===== src/eeprom_pkg.sv =====
package eeprom_pkg;

    // ------------------------------
    // bus framing constants
    // ------------------------------
    localparam logic [3:0] ctrl_family = 4'b1010;  // device type nibble

    localparam int ADDR_W_DEFAULT = 13;  // 64 kbit part
    localparam int SYNC_STAGES    = 2;   // flops per input line

    typedef logic [7:0] byte_t;

    // ------------------------------
    // controller states
    // ------------------------------
    typedef enum logic [3:0] {
        st_idle    = 4'd0,  // waiting for start
        st_ctrl    = 4'd1,  // first control byte
        st_addr_h  = 4'd2,
        st_addr_l  = 4'd3,
        st_wait_rs = 4'd4,  // data byte or repeated start
        st_wdata   = 4'd5,  // data held, commit on stop
        st_rctrl   = 4'd6,  // control byte after repeated start
        st_rdata   = 4'd7,  // byte going out
        st_ignore  = 4'd8   // not addressed, wait for stop
    } ctrl_state_t;

endpackage

===== src/bus_byte_if.sv =====
`timescale 1ns/1ps

interface bus_byte_if import eeprom_pkg::*; ();

    // shifter side
    logic  start;       // start or repeated start pulse
    logic  stop;        // stop pulse
    byte_t rx_byte;     // last byte shifted in
    logic  rx_done;     // eighth bit sampled
    logic  tx_done;     // master ack slot finished
    logic  master_ack;  // sda in that slot, 0 = ack

    // controller side
    logic  ack_en;      // ack the byte flagged by rx_done
    byte_t tx_byte;
    logic  tx_load;     // load tx_byte for sending

    modport shifter (
        output start,
        output stop,
        output rx_byte,
        output rx_done,
        output tx_done,
        output master_ack,
        input  ack_en,
        input  tx_byte,
        input  tx_load
    );

    modport ctrl (
        input  start,
        input  stop,
        input  rx_byte,
        input  rx_done,
        input  tx_done,
        input  master_ack,
        output ack_en,
        output tx_byte,
        output tx_load
    );

endinterface


===== src/eeprom_ctrl_fsm.sv =====
`timescale 1ns/1ps

module eeprom_ctrl_fsm import eeprom_pkg::*;
#(
    parameter int ADDR_W = ADDR_W_DEFAULT
)
(
    input  logic              scl,
    input  logic              rst_n,
    bus_byte_if.ctrl          bus,
    output logic              mem_we,
    output logic [ADDR_W-1:0] mem_addr,
    output byte_t             mem_wdata,
    input  byte_t             mem_rdata
);

    ctrl_state_t state;
    byte_t       addr_h;
    byte_t       addr_l;
    byte_t       wdata_r;
    logic [1:0]  rd_pipe;     // read request to tx_load
    logic [15:0] addr_full;
    logic        family_ok;
    logic        rw_bit;

    assign family_ok = (bus.rx_byte[7:4] == ctrl_family);  // select bits ignored
    assign rw_bit    = bus.rx_byte[0];
    assign addr_full = {addr_h, addr_l};
    assign mem_addr  = addr_full[ADDR_W-1:0];  // upper address bits dropped
    assign mem_wdata = wdata_r;

    assign bus.tx_byte = mem_rdata;
    assign bus.tx_load = rd_pipe[1];

    // ------------------------------
    // ack decision
    // ------------------------------
    always_comb
    begin
        case (state)
            st_ctrl:    bus.ack_en = family_ok && !rw_bit;
            st_rctrl:   bus.ack_en = family_ok && rw_bit;
            st_addr_h,
            st_addr_l,
            st_wait_rs: bus.ack_en = 1'b1;
            default:    bus.ack_en = 1'b0;  // extra bytes not acked
        endcase
    end

    // ------------------------------
    // transaction sequencing
    // ------------------------------
    always_ff @(posedge scl)
    begin
        if (!rst_n)
        begin
            state   <= st_idle;
            mem_we  <= 1'b0;
            rd_pipe <= '0;
        end
        else
        begin
            mem_we  <= bus.stop && (state == st_wdata);  // complete write only
            rd_pipe <= {rd_pipe[0], 1'b0};

            if (bus.stop)
                state <= st_idle;
            else if (bus.start)
            begin
                if (state == st_wait_rs)
                    state <= st_rctrl;              // random read
                else if (state != st_ignore)
                    state <= st_ctrl;
            end
            else if (bus.rx_done)
            begin
                case (state)
                    st_ctrl:    state <= bus.ack_en ? st_addr_h : st_ignore;
                    st_addr_h:  state <= st_addr_l;
                    st_addr_l:  state <= st_wait_rs;
                    st_wait_rs: state <= st_wdata;
                    st_rctrl:
                    begin
                        if (bus.ack_en)
                        begin
                            state      <= st_rdata;
                            rd_pipe[0] <= 1'b1;  // rdata valid two cycles on
                        end
                        else
                            state <= st_ignore;
                    end
                    st_wdata:   state <= st_ignore;  // no page writes
                    default:    state <= state;
                endcase
            end
            else if (bus.tx_done && (state == st_rdata))
                state <= bus.master_ack ? st_idle : st_ignore;  // no sequential read
        end
    end

    // address and data capture
    always_ff @(posedge scl)
    begin
        if (bus.rx_done)
        begin
            case (state)
                st_addr_h:  addr_h  <= bus.rx_byte;
                st_addr_l:  addr_l  <= bus.rx_byte;
                st_wait_rs: wdata_r <= bus.rx_byte;
                default:    wdata_r <= wdata_r;
            endcase
        end
    end

    // ------------------------------
    // checks
    // ------------------------------
    // commit only right after a stop, with the shifter quiet
    a_we_at_stop: assert property (@(posedge scl) disable iff (!rst_n)
        mem_we |-> ($past(bus.stop) && !bus.rx_done && !bus.tx_done));

endmodule


===== src/flat_wrapper.sv =====
// flat-port wrapper written by rule: the top's interface ports become plain ports
module eeprom_ctrl_fsm_flat import eeprom_pkg::*;
#(
    parameter int ADDR_W = ADDR_W_DEFAULT
)
  (scl, rst_n, mem_we, mem_addr, mem_wdata, mem_rdata, bus_start, bus_stop, bus_rx_byte, bus_rx_done, bus_tx_done, bus_master_ack, bus_ack_en, bus_tx_byte, bus_tx_load);
  bus_byte_if bus_i ();
  input  logic scl;
  input  logic rst_n;
  output logic mem_we;
  output logic [ADDR_W-1:0] mem_addr;
  output byte_t mem_wdata;
  input  byte_t mem_rdata;
  input wire logic [$bits(bus_i.start)-1:0] bus_start;
  input wire logic [$bits(bus_i.stop)-1:0] bus_stop;
  input wire logic [$bits(bus_i.rx_byte)-1:0] bus_rx_byte;
  input wire logic [$bits(bus_i.rx_done)-1:0] bus_rx_done;
  input wire logic [$bits(bus_i.tx_done)-1:0] bus_tx_done;
  input wire logic [$bits(bus_i.master_ack)-1:0] bus_master_ack;
  output wire logic [$bits(bus_i.ack_en)-1:0] bus_ack_en;
  output wire logic [$bits(bus_i.tx_byte)-1:0] bus_tx_byte;
  output wire logic [$bits(bus_i.tx_load)-1:0] bus_tx_load;
  assign bus_i.start = bus_start;
  assign bus_i.stop = bus_stop;
  assign bus_i.rx_byte = bus_rx_byte;
  assign bus_i.rx_done = bus_rx_done;
  assign bus_i.tx_done = bus_tx_done;
  assign bus_i.master_ack = bus_master_ack;
  assign bus_ack_en = bus_i.ack_en;
  assign bus_tx_byte = bus_i.tx_byte;
  assign bus_tx_load = bus_i.tx_load;
  eeprom_ctrl_fsm #(.ADDR_W(ADDR_W)) u_core (.scl(scl), .rst_n(rst_n), .bus(bus_i), .mem_we(mem_we), .mem_addr(mem_addr), .mem_wdata(mem_wdata), .mem_rdata(mem_rdata));
endmodule

===== config.mk =====
export PLATFORM = sky130hd
export DESIGN_NAME = eeprom_ctrl_fsm_flat
export DESIGN_NICKNAME = d
export VERILOG_FILES = /design/src/eeprom_pkg.sv /design/src/bus_byte_if.sv /design/src/eeprom_ctrl_fsm.sv /design/src/flat_wrapper.sv
export SDC_FILE = /design/constraint.sdc
export NUM_CORES = 1
export LEC_CHECK = 0
export BUFFER_PORTS_ARGS = -buffer_cell sky130_fd_sc_hd__buf_2
export CORE_ASPECT_RATIO = 0.9
export CORE_MARGIN = 4
export CORE_UTILIZATION = 44
export CTS_BUF_LIST = sky130_fd_sc_hd__clkbuf_2 sky130_fd_sc_hd__clkbuf_4 sky130_fd_sc_hd__clkbuf_8
export DETAILED_ROUTE_END_ITERATION = 10
export GPL_TIMING_DRIVEN = 0
export PLACE_DENSITY_LB_ADDON = 0.15
export SLEW_MARGIN = 20
export SYNTH_ARGS = -nofsm -noshare
export SYNTH_HDL_FRONTEND = slang
export SYNTH_SLANG_ARGS = --single-unit

===== constraint.sdc =====
create_clock -name scl -period 1.6 [get_ports scl]
set_clock_uncertainty 0.05 [all_clocks]
set_input_delay 0.32 -clock scl [delete_from_list [all_inputs] [get_ports scl]]
set_output_delay 0.32 -clock scl [all_outputs]
set_load 0.005 [all_outputs]

==> results of run 1 <==
-- path summary, 6_finish.rpt --
kind              depth (start not counted)  slack, ns                end         startpoint
setup reg to reg                          6      -0.15    u_core.state[1]    u_core.state[0]
hold reg to reg                           1       0.40  u_core.rd_pipe[1]  u_core.rd_pipe[0]
hold / removal                            1       0.14   u_core.addr_l[3]     bus_rx_byte[3]
setup / recovery                          6      -0.15    u_core.state[1]    u_core.state[0]
-- sequential cells by signal, summed over array words and instances, names as in the netlist --
signal / cells
u_core.mem_we: 1
u_core.addr_h: 5
u_core.rd_pipe: 2
u_core.addr_l: 8
u_core.state: 4
u_core.mem_wdata: 8
-- cells by family after synthesis --
| family | Yosys count | share of synthesized area, % |
|---|---|---|
| buffers and inverters | 15 | 7.31 |
| AOI/OAI and AO/OA | 21 | 11.9 |
| and+or+nand+nor | 40 | 19.9 |
| DFF | 28 | 60.8 |
-- stage by stage --
| step | setup slack [ns] | util, % | cell area [sq um] | cells |
|---|---|---|---|---|
| after CTS | -0.121 | 59.6 | 1640 | 196 |
| after floorplan | 0.0507 | - | 1270 | 104 |
| after global placement | -0.207 | 56.3 | 1550 | 190 |
| after detailed placement | -0.192 | 56.3 | 1550 | 190 |
| final | -0.150 | 60.8 | 1670 | 196 |
| after global routing | -0.211 | 60.8 | 1670 | 196 |
-- power by group through the flow --
stage          logic [W]  clock network [W]  registers (W)
2_1_floorplan  0.0000977                  0       0.000814
3_3_place_gp    0.000158                  0       0.000814
3_5_place_dp    0.000161                  0       0.000814
4_1_cts         0.000174           0.000461       0.000799
5_1_grt         0.000207           0.000492       0.000801
6_report        0.000189           0.000452       0.000800
-- metal layers --
layer	wire [um]	GRT usage (%)	share of wire [%]
met4	28	4.22	0.99
met3	245	4.58	8.7
met2	1450	24.6	51
met1	1100	16.2	39
met5	0	0	0
-- layout by cell type (no fill, tap or decap), types with 2 or more instances in the layout --
cell type	instances
inv_1	2
nor2_2	2
nor2b_1	5
nand2b_1	3
edfxtp_1	21
nor2_1	4
buf_2	49
clkbuf_4	4
nand2_1	5
a31oi_2	2
nand4_1	2
dfxtp_2	4
a21oi_1	2
dfxtp_1	3
and3_1	2
buf_4	10
o21ai_1	4
-- area by class of cell --
| cell class | count | area (sq um) | area share (%) |
|---|---|---|---|
| Buffer | 13 | 93.8 | 5.62 |
| Clock buffer | 3 | 22.5 | 1.35 |
| Clock inverter | 1 | 30.0 | 1.80 |
| Inverter | 2 | 7.51 | 0.449 |
| Multi-Input combinational cell | 61 | 445 | 26.7 |
| Sequential cell | 28 | 776 | 46.4 |
| Tap cell | 40 | 50.0 | 3.00 |
| Timing Repair Buffer | 48 | 245 | 14.7 |
-- what timing repair did --
action,in CTS,in global routing
resized for setup,11,9
setup endpoints to repair,21,18
cloned,0,0
buffers inserted,2,0
hold endpoints to repair,0,0
pin swaps,5,3
==> metrics, run 1 <==
largest net degree at the start of global routing=17; Pwr Total=0.00144 W; die area=3800 sq um; unrepaired setup endpoints after global routing=yes; DRT antenna net count=0; ANT cells=0; initial antenna violation count=0; Final Hold Slack=0.141 ns; fmax=572 MHz; Rows=18; CTS Sinks=28; critical path's top delay family=compound AO/OA/AOI/OAI gates; Hold Path Class=in2reg; #FFs+latches synth=28; IO Count=55; post-synthesis cell type count=39; area growth from synthesis to layout=31.8%; Fin. Hold Viols=0; Syn Inst Count=104; Worst EP required=1.82 ns; Flop pwr share=55.5%; post-route minimum period=1.75 ns; Ys Warns=0; synth top area cells=edfxtp_1, dfxtp_1, buf_4, nor2b_1, nor2_1; PortBufs=46; final setup vio count=10; Post-Route WL=2830 um; count leader, synth=edfxtp_1; vias in the first global route=936; violated checks=setup timing; Most used DFF post-synth=edfxtp_1; fin nets=180; Int Power=0.00114 W; all-layer global routing usage=13.9%; Vias=1030; Worst Path Arrival=1.97 ns; CP max stage delay=0.47 ns; Slew Limit Fails=0; P_sw=0.000302 W; Peak VDD IR=0.387 mV; die width=64.6 um; per-cell routed wire length=14.4 um; share of cells above drive strength 1=52.6%; critical path peak fanout=10; Worst path slowest cell=or4b_1; most frequent cells after synthesis=edfxtp_1, buf_4, dfxtp_1, nor2_1, nor2b_1; Gate power share=13.1%; Yosys top cell area share=49.8%; TritonCTS clock tree=yes; worst-path cell chain=buf_2, or4b_1, a21boi_1, o32ai_1, o21ai_1, o211a_1; Crit Path Class=reg2reg; fin worst setup slack=-0.150 ns; DRT Pass-1 Iters=4; CTS Buf Count=3; Worst Max-Slew Pin Slew=0.466 ns; Clk network pwr share=31.4%; Syn Std Cell Area=1270 sq um; GPL Wtd Cong=0.801; post-synthesis sequential area ratio=60.8%; drt via density=5.26; max-cap violations=0; status=finished, violations left; Post-synth EDFFs=21; residual DRC count=0; Yosys top cell by area=edfxtp_1; Slew headroom=68.9%; core box area=2750 sq um; # fillers=244; Pleak=0.693 nW; Net Sw Frac=21.0%; setup TNS=-0.423 ns; root buffer cell=clkbuf_4; Net Count, Synth=127; Max clock buf depth=2; Initial DRC Count=30; Worst Setup Start Kind=flip-flop; fin crit share=109%; global-route wire length before repair=4050 um; GRT Residual Overflow=0; asr flop ratio synth=0%; clock latency on the worst-skew pair=0.32 ns; Hold-fix buffers, CTS=0; Worst-path clk slew=0.14 ns; Initial Util=46.1%; pwr dens=862 nW/um^2; worst path buffer plus inverter count=1; H-tree levels=1; die height=58.9 um; syn avg cell area=12.2 sq um; Setup crit end kind=flip-flop
(Power assumes the default switching activity.)
==> run 2: changes to the inputs <==
--- a/config.mk
+++ b/config.mk
@@ -8,7 +8,7 @@
 export BUFFER_PORTS_ARGS = -buffer_cell sky130_fd_sc_hd__buf_2
 export CORE_ASPECT_RATIO = 0.9
 export CORE_MARGIN = 4
-export CORE_UTILIZATION = 44
+export CORE_UTILIZATION = 35
 export CTS_BUF_LIST = sky130_fd_sc_hd__clkbuf_2 sky130_fd_sc_hd__clkbuf_4 sky130_fd_sc_hd__clkbuf_8
 export DETAILED_ROUTE_END_ITERATION = 10
 export GPL_TIMING_DRIVEN = 0
==> run 2 against run 1 <==
The run still ends with setup timing left. Fmax up 5.6%. Utilization down 12 points. Global-route usage decreased by 1.9 points. Cell count grew 1.5%. Non-clock buffer count fell by 1. Critical path depth is 1 lower. Hold slack gained 0.070 ns. Critical endpoint is now bus_ack_en.
==> metrics, run 2 (same netlist as run 1, synthesis figures left out) <==
Peak VDD IR=0.414 mV (was 0.387 mV); CTS Sinks=28 (unchanged); Initial DRC Count=24 (was 30); Slew Limit Fails=0 (unchanged); PortBufs=46 (unchanged); Fin. Hold Viols=0 (unchanged); Pwr Total=0.00139 W (was 0.00144 W); most frequent cells in the layout=buf_2, edfxtp_1, buf_4, nor2b_1, nand2_1 (was buf_2, edfxtp_1, buf_4, nand2_1, nor2b_1); Worst-path clk slew=0.09 ns (was 0.14 ns); core box area=3430 sq um (was 2750 sq um); initial antenna violation count=0 (unchanged); Vias=995 (was 1030); residual DRC count=0 (unchanged); Worst Setup Start Kind=flip-flop (unchanged); die height=65.1 um (was 58.9 um); fmax=603 MHz (was 572 MHz); Flop pwr share=57.5% (was 55.5%); critical path peak fanout=6 (was 10); CP max stage delay=0.35 ns (was 0.47 ns); fin crit share=104% (was 109%); Clk network pwr share=29.2% (was 31.4%); all-layer global routing usage=12.0% (was 13.9%); R2R depth=6 (unchanged); Worst Max-Slew Pin Slew=0.474 ns (was 0.466 ns); ANT cells=0 (unchanged); violated checks=setup timing (unchanged); Rows=20 (was 18); critical path's top delay family=simple AND/OR/NAND/NOR gates (was compound AO/OA/AOI/OAI gates); Crit Path Class=reg2out (was reg2reg); final setup vio count=4 (was 10); unrepaired setup endpoints after global routing=yes (unchanged); max-cap violations=0 (unchanged); GRT Residual Overflow=0 (unchanged); Hold-fix buffers, CTS=0 (unchanged); share of cells above drive strength 1=52.9% (was 52.6%); TritonCTS clock tree=yes (unchanged); fin nets=179 (was 180); Pleak=0.693 nW (about the same); vias in the first global route=966 (was 936); most common cell after layout, fill and taps aside=buf_2 (unchanged); Max clock buf depth=2 (unchanged); Gate power share=13.2% (was 13.1%); IO Count=55 (unchanged); Post-DP Area=1550 sq um (about the same); post-route minimum period=1.66 ns (was 1.75 ns); H-tree levels=1 (unchanged); Net Sw Frac=20.7% (was 21.0%); drt via density=5.00 (was 5.26); Int Power=0.00110 W (was 0.00114 W); area growth from synthesis to layout=32.4% (was 31.8%); pre-CTS WS=-0.224 ns (was -0.192 ns); Slew headroom=68.3% (was 68.9%); die area=4650 sq um (was 3800 sq um); DPL Wire Length=2140 um; largest net degree at the start of global routing=16 (was 17); CTS Buf Count=3 (unchanged); post-layout util=48.9% (was 60.8%); hold depth=1 (unchanged); global-route wire length before repair=4400 um (was 4050 um); Setup crit end kind=primary output (was flip-flop); status=finished, violations left (unchanged); worst path buffer plus inverter count=1 (unchanged); Worst EP required=1.23 ns (was 1.82 ns); # fillers=325 (was 244); per-cell routed wire length=14.0 um (was 14.4 um); Worst Path Arrival=1.29 ns (was 1.97 ns); DRT antenna net count=0 (unchanged); die width=71.4 um (was 64.6 um); pwr dens=827 nW/um^2 (was 862 nW/um^2); Hold Path Class=in2reg (unchanged); Worst path slowest cell=dfxtp_2 (was or4b_1); GPL Wtd Cong=0.855 (was 0.801); fin worst setup slack=-0.0575 ns (was -0.150 ns); DRT Pass-1 Iters=4 (unchanged); Post-Route WL=2790 um (was 2830 um); P_sw=0.000287 W (was 0.000302 W); Initial Util=37.0% (was 46.1%); root buffer cell=clkbuf_8 (was clkbuf_4); Design Area, Final=1680 sq um (was 1670 sq um); clock latency on the worst-skew pair=0.26 ns (was 0.32 ns); Stages on worst setup path=5 (was 6); worst-path cell chain=and3b_1, o21ai_1, and3_4, nor2_2, buf_2 (was buf_2, or4b_1, a21boi_1, o32ai_1, o21ai_1, o211a_1)
## run 2: changes by cell type in the layout (fill, tap and decap cells not counted), sizes merged
cell,previous run,this run
bufinv,1,0
## run 2: what timing repair did
| item | in CTS | in global routing |
|---|---|---|
| gates resized for setup | 12 | 9 |
| pin swaps | 1 | 4 |
| setup endpoints to repair | 21 | 26 |
| setup buffers | 1 | 0 |
## run 2: through the flow
stage / hold WS (ns) / std cells / setup TNS (ns)
floorplan: 0.362 / 104 / 0
finish: 0.211 / 199 / -0.172
global route: 0.201 / 199 / -2.40
detailed placement: 0.382 / 194 / -3.35
CTS: 0.203 / 199 / -0.113
global placement: 0.371 / 194 / -3.52
## run 2: final timing paths
check                     from                end  slack [ns]
min             bus_rx_byte[5]   u_core.addr_l[5]        0.21
max            u_core.state[1]         bus_ack_en       -0.06
min reg2reg  u_core.rd_pipe[0]  u_core.rd_pipe[1]        0.39
max reg2reg    u_core.state[0]    u_core.state[1]       -0.06
## run 2: worst register-to-register path, stage by stage, from the launching register on
cell and delay [ns]:
dfxtp_2 0.34, buf_2 0.18, or4b_1 0.47, a21boi_1 0.18, o32ai_2 0.11, o21ai_0 0.10
o211a_1 0.18
## run 2: cell type report
| type | count | area (sq um) | area share [%] |
|---|---|---|---|
| Multi-Input combinational cell | 61 | 450 | 26.8 |
| Inverter | 2 | 7.51 | 0.447 |
| Buffer | 13 | 93.8 | 5.59 |
| Clock buffer | 4 | 55.1 | 3.28 |
| Timing Repair Buffer | 47 | 238 | 14.2 |
| Sequential cell | 28 | 778 | 46.4 |
| Tap cell | 44 | 55.1 | 3.28 |
## run 2: metal layers
metal  vias to the layer above  GRT usage [%]  part of all wire [%]
met1                       473           15.3                    42
met3                         2           2.45                   7.5
met2                        36           20.5                    50
li1                        484              -                     -
met4                         0           3.52                  0.64
met5                         -              0                     0
## run 2: power by group through the flow
stage                logic, W  registers (W)  clock network [W]
global placement     0.000161       0.000815                  0
CTS                  0.000173       0.000798           0.000421
finish               0.000184       0.000798           0.000406
detailed placement   0.000162       0.000815                  0
global route         0.000202       0.000800           0.000454
floorplan           0.0000977       0.000814                  0
