[src/eeprom_pkg.sv]
package eeprom_pkg;

    // ------------------------------
    // bus framing constants
    // ------------------------------
    localparam logic [3:0] ctrl_family = 4'b1010;  // device type nibble

    localparam int ADDR_W_DEFAULT = 13;  // 64 kbit part
    localparam int SYNC_STAGES    = 2;   // flops per input line

    typedef logic [7:0] byte_t;

    // ------------------------------
    // controller states
    // ------------------------------
    typedef enum logic [3:0] {
        st_idle    = 4'd0,  // waiting for start
        st_ctrl    = 4'd1,  // first control byte
        st_addr_h  = 4'd2,
        st_addr_l  = 4'd3,
        st_wait_rs = 4'd4,  // data byte or repeated start
        st_wdata   = 4'd5,  // data held, commit on stop
        st_rctrl   = 4'd6,  // control byte after repeated start
        st_rdata   = 4'd7,  // byte going out
        st_ignore  = 4'd8   // not addressed, wait for stop
    } ctrl_state_t;

endpackage
[src/bus_byte_if.sv]
`timescale 1ns/1ps

interface bus_byte_if import eeprom_pkg::*; ();

    // shifter side
    logic  start;       // start or repeated start pulse
    logic  stop;        // stop pulse
    byte_t rx_byte;     // last byte shifted in
    logic  rx_done;     // eighth bit sampled
    logic  tx_done;     // master ack slot finished
    logic  master_ack;  // sda in that slot, 0 = ack

    // controller side
    logic  ack_en;      // ack the byte flagged by rx_done
    byte_t tx_byte;
    logic  tx_load;     // load tx_byte for sending

    modport shifter (
        output start,
        output stop,
        output rx_byte,
        output rx_done,
        output tx_done,
        output master_ack,
        input  ack_en,
        input  tx_byte,
        input  tx_load
    );

    modport ctrl (
        input  start,
        input  stop,
        input  rx_byte,
        input  rx_done,
        input  tx_done,
        input  master_ack,
        output ack_en,
        output tx_byte,
        output tx_load
    );

endinterface

[src/i2c_byte_shifter.sv]
`timescale 1ns/1ps

module i2c_byte_shifter import eeprom_pkg::*;
(
    input  logic        scl,
    input  logic        rst_n,
    input  logic        clk_rise,
    input  logic        clk_fall,
    input  logic        start_in,
    input  logic        stop_in,
    input  logic        sda_in,
    output logic        sda_low,
    bus_byte_if.shifter bus
);

    logic [3:0] bit_cnt;      // rising edges seen in this frame, 8 = ack slot
    byte_t      rx_shift;
    byte_t      tx_reg;
    logic       tx_mode;
    logic       tx_first;     // loaded, still inside the last rx ack slot
    logic       ack_pending;  // drive ack on the next falling edge

    assign bus.start   = start_in;
    assign bus.stop    = stop_in;
    assign bus.rx_byte = rx_shift;

    // ------------------------------
    // frame control
    // ------------------------------
    always_ff @(posedge scl)
    begin
        if (!rst_n)
        begin
            bit_cnt        <= '0;
            tx_mode        <= 1'b0;
            tx_first       <= 1'b0;
            ack_pending    <= 1'b0;
            sda_low        <= 1'b0;
            bus.rx_done    <= 1'b0;
            bus.tx_done    <= 1'b0;
            bus.master_ack <= 1'b1;
        end
        else if (start_in || stop_in)
        begin
            bit_cnt     <= '0;          // new frame
            tx_mode     <= 1'b0;
            tx_first    <= 1'b0;
            ack_pending <= 1'b0;
            sda_low     <= 1'b0;        // let go of the line
            bus.rx_done <= 1'b0;
            bus.tx_done <= 1'b0;
        end
        else
        begin
            bus.rx_done <= clk_rise && !tx_mode && (bit_cnt == 4'd7);
            bus.tx_done <= clk_rise && tx_mode && !tx_first && (bit_cnt == 4'd8);

            if (bus.rx_done)
                ack_pending <= bus.ack_en;

            if (bus.tx_done)
                tx_mode <= 1'b0;

            if (clk_rise)
            begin
                if (bit_cnt == 4'd8)
                begin
                    bit_cnt  <= '0;
                    tx_first <= 1'b0;
                    if (tx_mode && !tx_first)
                        bus.master_ack <= sda_in;  // 0 = master wants more
                end
                else
                begin
                    bit_cnt <= bit_cnt + 4'd1;
                end
            end

            if (bus.tx_load)
            begin
                tx_mode  <= 1'b1;
                tx_first <= 1'b1;
            end

            // sda only changes while bus_clk is low
            if (clk_fall)
            begin
                if (ack_pending)
                begin
                    sda_low     <= 1'b1;
                    ack_pending <= 1'b0;
                end
                else if (tx_mode && !tx_first && (bit_cnt < 4'd8))
                    sda_low <= ~tx_reg[3'd7 - bit_cnt[2:0]];  // msb first
                else
                    sda_low <= 1'b0;
            end
        end
    end

    // payload, no reset needed
    always_ff @(posedge scl)
    begin
        if (clk_rise && !tx_mode && (bit_cnt < 4'd8))
            rx_shift <= {rx_shift[6:0], sda_in};
        if (bus.tx_load)
            tx_reg <= bus.tx_byte;
    end

    // ------------------------------
    // checks
    // ------------------------------
    a_quiet_during_rx: assert property (@(posedge scl) disable iff (!rst_n)
        (!tx_mode && (bit_cnt inside {[4'd1:4'd7]})) |-> !sda_low);

    a_load_in_ack_slot: assert property (@(posedge scl) disable iff (!rst_n)
        bus.tx_load |-> (!tx_mode && (bit_cnt == 4'd8)));

endmodule

[src/flat_wrapper.sv]
// flat-port wrapper written by rule: the top's interface ports become plain ports
module i2c_byte_shifter_flat import eeprom_pkg::*;
  (scl, rst_n, clk_rise, clk_fall, start_in, stop_in, sda_in, sda_low, bus_start, bus_stop, bus_rx_byte, bus_rx_done, bus_tx_done, bus_master_ack, bus_ack_en, bus_tx_byte, bus_tx_load);
  bus_byte_if bus_i ();
  input  logic scl;
  input  logic rst_n;
  input  logic clk_rise;
  input  logic clk_fall;
  input  logic start_in;
  input  logic stop_in;
  input  logic sda_in;
  output logic sda_low;
  output wire logic [$bits(bus_i.start)-1:0] bus_start;
  output wire logic [$bits(bus_i.stop)-1:0] bus_stop;
  output wire logic [$bits(bus_i.rx_byte)-1:0] bus_rx_byte;
  output wire logic [$bits(bus_i.rx_done)-1:0] bus_rx_done;
  output wire logic [$bits(bus_i.tx_done)-1:0] bus_tx_done;
  output wire logic [$bits(bus_i.master_ack)-1:0] bus_master_ack;
  input wire logic [$bits(bus_i.ack_en)-1:0] bus_ack_en;
  input wire logic [$bits(bus_i.tx_byte)-1:0] bus_tx_byte;
  input wire logic [$bits(bus_i.tx_load)-1:0] bus_tx_load;
  assign bus_start = bus_i.start;
  assign bus_stop = bus_i.stop;
  assign bus_rx_byte = bus_i.rx_byte;
  assign bus_rx_done = bus_i.rx_done;
  assign bus_tx_done = bus_i.tx_done;
  assign bus_master_ack = bus_i.master_ack;
  assign bus_i.ack_en = bus_ack_en;
  assign bus_i.tx_byte = bus_tx_byte;
  assign bus_i.tx_load = bus_tx_load;
  i2c_byte_shifter u_core (.scl(scl), .rst_n(rst_n), .clk_rise(clk_rise), .clk_fall(clk_fall), .start_in(start_in), .stop_in(stop_in), .sda_in(sda_in), .sda_low(sda_low), .bus(bus_i));
endmodule
[config.mk]
export PLATFORM = sky130hd
export DESIGN_NAME = i2c_byte_shifter_flat
export DESIGN_NICKNAME = d
export VERILOG_FILES = /design/src/eeprom_pkg.sv /design/src/bus_byte_if.sv /design/src/i2c_byte_shifter.sv /design/src/flat_wrapper.sv
export SDC_FILE = /design/constraint.sdc
export NUM_CORES = 1
export LEC_CHECK = 0
export BUFFER_PORTS_ARGS = -buffer_cell sky130_fd_sc_hd__clkbuf_2
export CAP_MARGIN = 30
export CORE_MARGIN = 2
export CORE_UTILIZATION = 40
export DETAILED_ROUTE_END_ITERATION = 8
export SLEW_MARGIN = 20
export SYNTH_ARGS = -nofsm -noshare
export SYNTH_HDL_FRONTEND = slang
export SYNTH_SLANG_ARGS = --single-unit
[constraint.sdc]
create_clock -name scl -period 3.25 [get_ports scl]
set_clock_uncertainty 0.2 [all_clocks]
set_input_delay 0.1625 -clock scl [delete_from_list [all_inputs] [get_ports scl]]
set_output_delay 0.1625 -clock scl [all_outputs]
set_load 0.01 [all_outputs]
==> reports/qor.yml, run 1 <==
power:
  comb_power_share_pct: 9.4
  swShare_pct: 21.75
  seqPwrFrac_pct: 66.2
  clockPowerShare_pct: 24.5
  powerDensity_nw_per_um2: 408.4
  p_leak_uw: 0.0005703
  power.total_uw: 584.0
  switching_power_uw: 127.0
  peakVddDrop_uv: 302.4
  p_int_uw: 457.0
routing:
  ant_nets: 0
  drtPass1Iterations: 4
  routedWlPerCell_um: 13.03
  wirelength_um: 1967
  drtIter0Drc: 17
  routed-via-count: 775
  drc: 0
  avgViaCountPerCell: 5.132
floorplanning:
  start_util_pct: 42.66
  die_w_um: 55.87
  die_area_sq_um: 3121
  rows: 18
  core_sq_um: 2522
  io_pins: 31
  fp.dieH_um: 55.87
job:
  maxCapViolCount: 0
setup_path:
  critPathArrivalTime_ns: 2.45
  r2r-end: "u_core.bus.master_ack"
  startpoint_type: "flop"
  rr_startpoint: "u_core.bit_cnt[0]"
  cp-end-kind: "flop"
  cp_max_fo: 9
  required_ns: 3.32
  ff2ff_setup_slack_ns: 0.87
  worst_r2r_path_depth: 4
  worstSetupPathType: "flop to flop"
final_layout:
  mostFrequentLayoutCells: "30 x clkbuf_2, 17 x dlygate4sd3_1, 16 x edfxtp_1, 11 x dfxtp_1, 5 x inv_1"
  n_antenna_cell: 0
  design_area_sq_um: 1430
  fillers: 216
  num-nets-final: 140
  drive_gt1_share_pct: 33.06
  final_common_cell: "clkbuf_2"
  area_growth_pct: 32.91
worst_hold_path:
  hp-start: "u_core.bus.rx_byte[2]"
  holdPathEnd: "u_core.bus.rx_byte[3]"
  hold_depth: 0
  hold_class: "flop to flop"
sta:
  hold_viol: 0
  rsz0062_at_grt: "false"
  post-route-min-period_ns: 2.378
  whs_ns: 0.2650
  max_freq_mhz: 420.6
  setup_violations: 0
  tns_ns: 0
  period_share_pct: 73.16
  worst_pin_slew_ns: 0.5280
  timing.final.ws_setup_ns: 0.8723
  slew_viol_final: 0
  relSlewSlack_pct: 64.72
synth:
  async_reset_ff_share_pct: 0
  ys_types: 35
  avgSynthCellArea_sq_um: 14.54
  synth_area_leaders: "edfxtp_1 45%, dfxtp_1 20%, mux4_1 4.9%"
  ys.warnings.count: 0
  syn-num-nets: 92
  synth_edf_count: 16
  synthCells: 74
  yosysTopAreaCell: "edfxtp_1"
  syn_area_sq_um: 1076
  ys_seq_elements: 27
  synthFlopType: "edfxtp_1"
  synth_seq_area_share_pct: 65.12
  synth_top_area_share_pct: 44.65
cts:
  cts_sinks: 27
  path_clk_slew_ns: 0.13
  insertion_delay_ns: 0.32
  clockBufferDepth: 2
  root_buffer: "clkbuf_4"
  cts_made_buffers: 3
  post_cts_resized: 0
  cts_tree: "built"
  htree_num_levels: 1
placement:
  dp_hpwl_um: 1423
  pre_cts_ws_ns: 1.457
  globalplace.congestion: 0.7167
  port_buffers: 30
  placed_area_sq_um: 1232
outcome:
  status: "finished, final reports clean"
global_routing:
  grt_pass1_wl_um: 3194
  antenna_found_initial: 0
  first_global_vias: 754
  grt_max_degree: 16
  track_usage_pct: 13.29
  overflow: 0
kinds of logic (layout without fill, tap and decap cells):
logic type               after synthesis  count (layout)  synth area share, %
AO/OA/AOI/OAI                         14              14                9.302
flip-flops                            27              27                65.12
buffers and inverters                 10              57                5.115
adder cells (fa/ha/maj)                1               1                1.163
multiplexers                           5               5                7.791
AND/OR/NAND/NOR                       16              16                10.70
XOR/XNOR                               1               1               0.8141
timing repair:
action,4_1_cts,5_1_grt
endpoints found under the hold margin,23,0
buffers inserted,0,0
hold buffers,17,0
metal layers:
metal | global-route usage [%] | vias up | part of all wire [%] | wire length [um]
met4 | 6.803 | 0 | 2.2 | 44
met1 | 15.99 | 358 | 42 | 824
met2 | 22.45 | 31 | 52 | 1021
li1 | - | 380 | - | -
met3 | 2.791 | 6 | 3.9 | 76
met5 | 0 | - | 0 | 0
through the flow:
stage	util, %	instances
3_5_place_dp	48.86	130
6_report	56.70	151
5_1_grt	56.70	151
4_1_cts	56.70	151
3_3_place_gp	48.66	129
2_1_floorplan	-	74
area by class of cell:
cell class | count | area (sq um) | share of cell area (%)
clock buffers | 3 | 22.52 | 1.575
clock inverters | 1 | 5.005 | 0.3500
inverters | 5 | 18.77 | 1.312
multi-input cells | 37 | 320.3 | 22.40
flip-flops and latches | 27 | 700.7 | 48.99
well taps | 30 | 37.54 | 2.625
repair buffers | 48 | 325.3 | 22.75
Yosys cell counts (2+ instances only):
cell and n:
dfxtp_1 11, mux4_1 2, edfxtp_1 16, a21oi_1 3, a211oi_1 3, mux2i_1 2, nor3_1 2, o31ai_1 2
inv_1 5, nand2b_1 2, buf_4 2
power groups by stage:
| stage | Combinational [uW] | Clock [uW] | Sequential, uW |
|---|---|---|---|
| after global placement | 39.0 | 0 | 393 |
| after floorplan | 17.6 | 0 | 395 |
| after CTS | 55.2 | 145 | 387 |
| after detailed placement | 40.8 | 0 | 395 |
| final | 54.8 | 143 | 386 |
| after global routing | 60.1 | 163 | 388 |
how the worst max path moves through the flow:
stage | startpoint | to | slack [ns]
after floorplan | u_core.bit_cnt[0] | u_core.bus.master_ack | 1.53
after global placement | clk_rise | u_core.bus.rx_byte[0] | 1.42
after detailed placement | u_core.bit_cnt[0] | u_core.bus.master_ack | 1.46
after CTS | u_core.bit_cnt[0] | u_core.bus.master_ack | 0.90
after global routing | u_core.bit_cnt[0] | u_core.bus.master_ack | 0.77
final | u_core.bit_cnt[0] | u_core.bus.master_ack | 0.87
critical path, stage by stage, from the launching register on:
cell and delay (ns):
dfxtp_1 0.44, or4b_4 0.58, or2_1 0.26, o311ai_1 0.28, dlygate4sd3_1 0.58
No activity file was read; power rests on OpenSTA's default activity.
==> inputs of run 2 (changes only) <==
--- a/config.mk
+++ b/config.mk
@@ -10,6 +10,7 @@
 export CORE_MARGIN = 2
 export CORE_UTILIZATION = 40
 export DETAILED_ROUTE_END_ITERATION = 8
+export PLACE_DENSITY = 0.67
 export SLEW_MARGIN = 20
 export SYNTH_ARGS = -nofsm -noshare
 export SYNTH_HDL_FRONTEND = slang
==> constraint.sdc (replaced) <==
create_clock -name scl -period 2.1 [get_ports scl]
set_clock_uncertainty 0.2 [all_clocks]
set_input_delay 0.105 -clock scl [delete_from_list [all_inputs] [get_ports scl]]
set_output_delay 0.105 -clock scl [all_outputs]
set_load 0.01 [all_outputs]
==> reports/qor.yml, run 2 (synthesis results as in run 1) <==
floorplanning:
  io_pins: 31  # unchanged
  die_area_sq_um: 3121  # unchanged
  core_sq_um: 2522  # unchanged
  die_w_um: 55.87  # unchanged
  fp.dieH_um: 55.87  # unchanged
  rows: 18  # unchanged
  start_util_pct: 42.66  # unchanged
sta:
  period_share_pct: 95.55
  slew_viol_final: 0  # unchanged
  max_freq_mhz: 498.4
  worst_pin_slew_ns: 0.3286  # -0.1994 ns
  rsz0062_at_grt: "false"
  relSlewSlack_pct: 78.04  # +13 points
  setup_violations: 0  # unchanged
  hold_viol: 0  # unchanged
  tns_ns: 0  # unchanged
  post-route-min-period_ns: 2.007
setup_path:
  worstSetupPathType: "primary input to flop"
  critPathArrivalTime_ns: 2.08  # -0.37 ns
  cp_max_fo: 6  # -3
  required_ns: 2.18  # -1.14 ns
  startpoint_type: "primary input"
  cp-end-kind: "flop"
outcome:
  status: "finished, final reports clean"
final_layout:
  final_common_cell: "clkbuf_2"
  n_antenna_cell: 0  # unchanged
  drive_gt1_share_pct: 33.61  # +0.55 points
  area_growth_pct: 34.19
  mostFrequentLayoutCells: "30 x clkbuf_2, 17 x dlygate4sd3_1, 16 x edfxtp_1, 11 x dfxtp_1, 5 x inv_1"
  layout.cells.non_filler: 152  # +0.66%
  num-nets-final: 141  # +0.71%
placement:
  dp_hpwl_um: 1368  # -3.8%
  port_buffers: 30  # unchanged
  place_inst: 131  # +0.77%
  globalplace.congestion: 0.8439  # +18%
routing:
  routedWlPerCell_um: 12.83  # -1.5%
  routed-via-count: 766  # -1.2%
  drtPass1Iterations: 2  # -2
  drc: 0  # unchanged
  wirelength_um: 1950  # -0.86%
  avgViaCountPerCell: 5.039  # -1.8%
  drtIter0Drc: 12  # -5
  ant_nets: 0  # unchanged
cts:
  cts_sinks: 27  # unchanged
  root_buffer: "clkbuf_4"
  htree_num_levels: 1  # unchanged
  cts_tree: "built"
  clockBufferDepth: 2  # unchanged
  path_clk_slew_ns: 0.14  # about the same
  insertion_delay_ns: 0.32  # about the same
  cts_made_buffers: 3  # unchanged
worst_hold_path:
  hold_class: "flop to flop"
global_routing:
  overflow: 0  # unchanged
  antenna_found_initial: 0  # unchanged
  grt_max_degree: 15  # -1
  track_usage_pct: 14.33  # +1.0 points
  grt_pass1_wl_um: 3484  # +9.1%
  first_global_vias: 801  # +6.2%
power:
  powerDensity_nw_per_um2: 627.6  # +54%
  peakVddDrop_uv: 385.7  # +28%
  p_leak_uw: 0.0005779  # +1.3%
job:
  maxCapViolCount: 0  # unchanged
run 2: worst max-delay path, cell delays in order:
cell,delay (ns)
dlygate4sd3_1,0.53
clkbuf_2,0.12
or3b_1,0.41
buf_4,0.18
a211oi_2,0.18
dlygate4sd3_1,0.56
run 2: where the power goes:
part,switching [uW],internal [uW]
clock,147,74.4
combinational,36.9,50.9
sequential,9.69,587
run 2: path summary, 6_finish.rpt:
kind                              start                     to  slack (ns)  cells past startpoint
setup / recovery                stop_in     u_core.ack_pending        0.09                      6
setup reg to reg      u_core.bit_cnt[0]  u_core.bus.master_ack        0.29                      3
hold / removal    u_core.bus.rx_byte[4]  u_core.bus.rx_byte[5]        0.26                      0
hold reg to reg   u_core.bus.rx_byte[4]  u_core.bus.rx_byte[5]        0.26                      0
run 2: layout make-up:
type	count	area [sq um]
multi-input cells	37	325.3
flip-flops and latches	27	700.7
well taps	30	37.54
inverters	5	18.77
repair buffers	49	335.3
fillers	205	1079
clock buffers	4	26.28
run 2: stage by stage:
step           worst slack (ns)  cell area, sq um  total power (uW)  hold WS (ns)  utilization, %
2_1_floorplan            0.3804              1076             638.5      -0.01664               -
4_1_cts                 0.07821              1439             918.1        0.2658           57.04
3_3_place_gp             0.3809              1242             671.9       0.08187           49.26
5_1_grt                 0.03324              1444             948.7        0.2843           57.24
3_5_place_dp             0.3196              1242             674.9       0.08362           49.26
6_report                0.09345              1444             906.1        0.2638           57.24
run 2: what timing repair did:
action | 4_1_cts | 5_1_grt
hold endpoints to repair | 25 | 0
hold buffers | 17 | 0
setup buffers | 0 | 0
resized for setup | 0 | 1
setup endpoints to repair | 0 | 1
run 2: layer usage:
layer	vias up	share of wire [%]	GRT usage, %
met4	0	2.1	7.483
met3	5	4.2	2.791
met5	-	0	0
met2	21	51	24.32
li1	376	-	-
met1	364	43	17.19
==> inputs of run 3 (changes only) <==
--- a/config.mk
+++ b/config.mk
@@ -10,7 +10,6 @@
 export CORE_MARGIN = 2
 export CORE_UTILIZATION = 40
 export DETAILED_ROUTE_END_ITERATION = 8
-export PLACE_DENSITY = 0.67
 export SLEW_MARGIN = 20
 export SYNTH_ARGS = -nofsm -noshare
 export SYNTH_HDL_FRONTEND = slang
==> constraint.sdc (replaced) <==
create_clock -name scl -period 2.59 [get_ports scl]
set_clock_uncertainty 0.2 [all_clocks]
set_input_delay 0.1295 -clock scl [delete_from_list [all_inputs] [get_ports scl]]
set_output_delay 0.1295 -clock scl [all_outputs]
set_load 0.01 [all_outputs]
==> reports/qor.yml, run 3 (synthesis results as in run 1) <==
final_layout:
  multiInputGateArea_sq_um: 320.3  # -1.5%
  n_antenna_cell: 0  # unchanged
  layout.cells.non_filler: 151  # -0.66%
  drive_gt1_share_pct: 32.23  # -1.4 points
  num-nets-final: 140  # -0.71%
  final_common_cell: "clkbuf_2"
  mostFrequentLayoutCells: "30 x clkbuf_2, 17 x dlygate4sd3_1, 16 x edfxtp_1, 11 x dfxtp_1, 5 x inv_1"
  design_area_sq_um: 1431  # -0.87%
  fillers: 214  # +4.4%
  area_growth_pct: 33.02
  regArea_sq_um: 700.7  # unchanged
sta:
  hold_viol: 0  # unchanged
  slew_viol_final: 0  # unchanged
  worst_pin_slew_ns: 0.3403  # +0.01171 ns
  post-route-min-period_ns: 2.342
  period_share_pct: 90.42
  relSlewSlack_pct: 77.28  # -0.76 points
  rsz0062_at_grt: "false"
  tns_ns: 0  # unchanged
  setup_violations: 0  # unchanged
  max_freq_mhz: 427.0
  timing.final.ws_setup_ns: 0.2480  # +0.1545 ns
cts:
  post_cts_resized: 0  # unchanged
  cts_tree: "built"
  path_clk_slew_ns: 0.12  # -0.02 ns
  insertion_delay_ns: 0.31  # about the same
  clockBufferDepth: 2  # unchanged
  cts_made_buffers: 3  # unchanged
  root_buffer: "clkbuf_4"
  cts_sinks: 27  # unchanged
  htree_num_levels: 1  # unchanged
routing:
  routed-via-count: 767  # +0.13%
  ant_nets: 0  # unchanged
  drc: 0  # unchanged
  routedWlPerCell_um: 12.37  # -3.6%
  drtIter0Drc: 18  # +6
  wirelength_um: 1868  # -4.2%
  drtPass1Iterations: 4  # +2
  avgViaCountPerCell: 5.079  # +0.79%
global_routing:
  grt_pass1_wl_um: 3139  # -9.9%
  antenna_found_initial: 0  # unchanged
  overflow: 0  # unchanged
  first_global_vias: 734  # -8.4%
  grt_max_degree: 15  # unchanged
  track_usage_pct: 12.92  # -1.4 points
floorplanning:
  start_util_pct: 42.66  # unchanged
  rows: 18  # unchanged
  die_area_sq_um: 3121  # unchanged
  io_pins: 31  # unchanged
  core_sq_um: 2522  # unchanged
  die_w_um: 55.87  # unchanged
  fp.dieH_um: 55.87  # unchanged
setup_path:
  critPathArrivalTime_ns: 2.40  # +0.32 ns
  required_ns: 2.65  # +0.47 ns
  cp_max_fo: 9  # +3
  cp-end-kind: "flop"
  worstSetupPathType: "flop to flop"
  startpoint_type: "flop"
power:
  powerDensity_nw_per_um2: 504.5  # -20%
  p_leak_uw: 0.0005705  # -1.3%
  peakVddDrop_uv: 381.0  # -1.2%
placement:
  globalplace.congestion: 0.7451  # -12%
  dp_hpwl_um: 1401  # +2.4%
  place_inst: 130  # -0.76%
  pre_cts_ws_ns: 0.7707  # +0.4511 ns
  placed_area_sq_um: 1235  # -0.60%
  port_buffers: 30  # unchanged
job:
  maxCapViolCount: 0  # unchanged
worst_hold_path:
  hold_class: "primary input to flop"
outcome:
  status: "finished, final reports clean"
==> run 3: cell type report <==
| class | instances | share of cell area [%] |
|---|---|---|
| Clock buffer | 4 | 1.836 |
| Inverter | 5 | 1.311 |
| Multi-Input combinational cell | 37 | 22.38 |
| Sequential cell | 27 | 48.95 |
| Tap cell | 30 | 2.622 |
| Timing Repair Buffer | 48 | 22.90 |
==> run 3: per-stage QoR <==
| step | power, uW | hold slack (ns) | utilization (%) |
|---|---|---|---|
| CTS | 733.4 | 0.01113 | 56.75 |
| finish | 722.1 | 0.02932 | 56.75 |
| detailed placement | 547.0 | 0.1086 | 48.96 |
| floorplan | 517.7 | 0.007862 | - |
| global route | 765.7 | 0.01284 | 56.75 |
| global placement | 544.0 | 0.1057 | 48.96 |
==> run 3: where the power goes <==
part | internal [uW] | switching (uW) | total [uW]
clock | 60.1 | 108 | 169
sequential | 476 | 8.33 | 485
combinational | 39.4 | 29.4 | 68.9
==> run 3: path summary, 6_finish.rpt <==
path                    startpoint                     to  slack, ns  depth (start not counted)
min reg2reg  u_core.bus.rx_byte[1]  u_core.bus.rx_byte[2]       0.27                          0
max              u_core.bit_cnt[0]  u_core.bus.master_ack       0.25                          4
max reg2reg      u_core.bit_cnt[0]  u_core.bus.master_ack       0.25                          4
min                       start_in      u_core.bit_cnt[2]       0.03                          3
==> run 3: routing by layer <==
layer / part of all wire (%) / vias up / track usage (%) / routed length [um]
li1: - / 379 / - / -
met1: 42 / 360 / 14.97 / 791
met2: 52 / 25 / 23.30 / 964
met3: 5.0 / 3 / 3.256 / 93
met4: 1.0 / 0 / 4.082 / 19
met5: 0 / - / 0 / 0
==> run 3: timing repair <==
item,in CTS,in global routing
hold endpoints to repair,23,0
setup endpoints to repair,0,0
setup buffers,0,0
hold buffers,17,0
==> run 3: worst max-delay path, cell delays in order, from the launching register on <==
cell and delay (ns):
dfxtp_1 0.43, or4b_4 0.58, or2_1 0.25, o311ai_1 0.26, dlygate4sd3_1 0.58
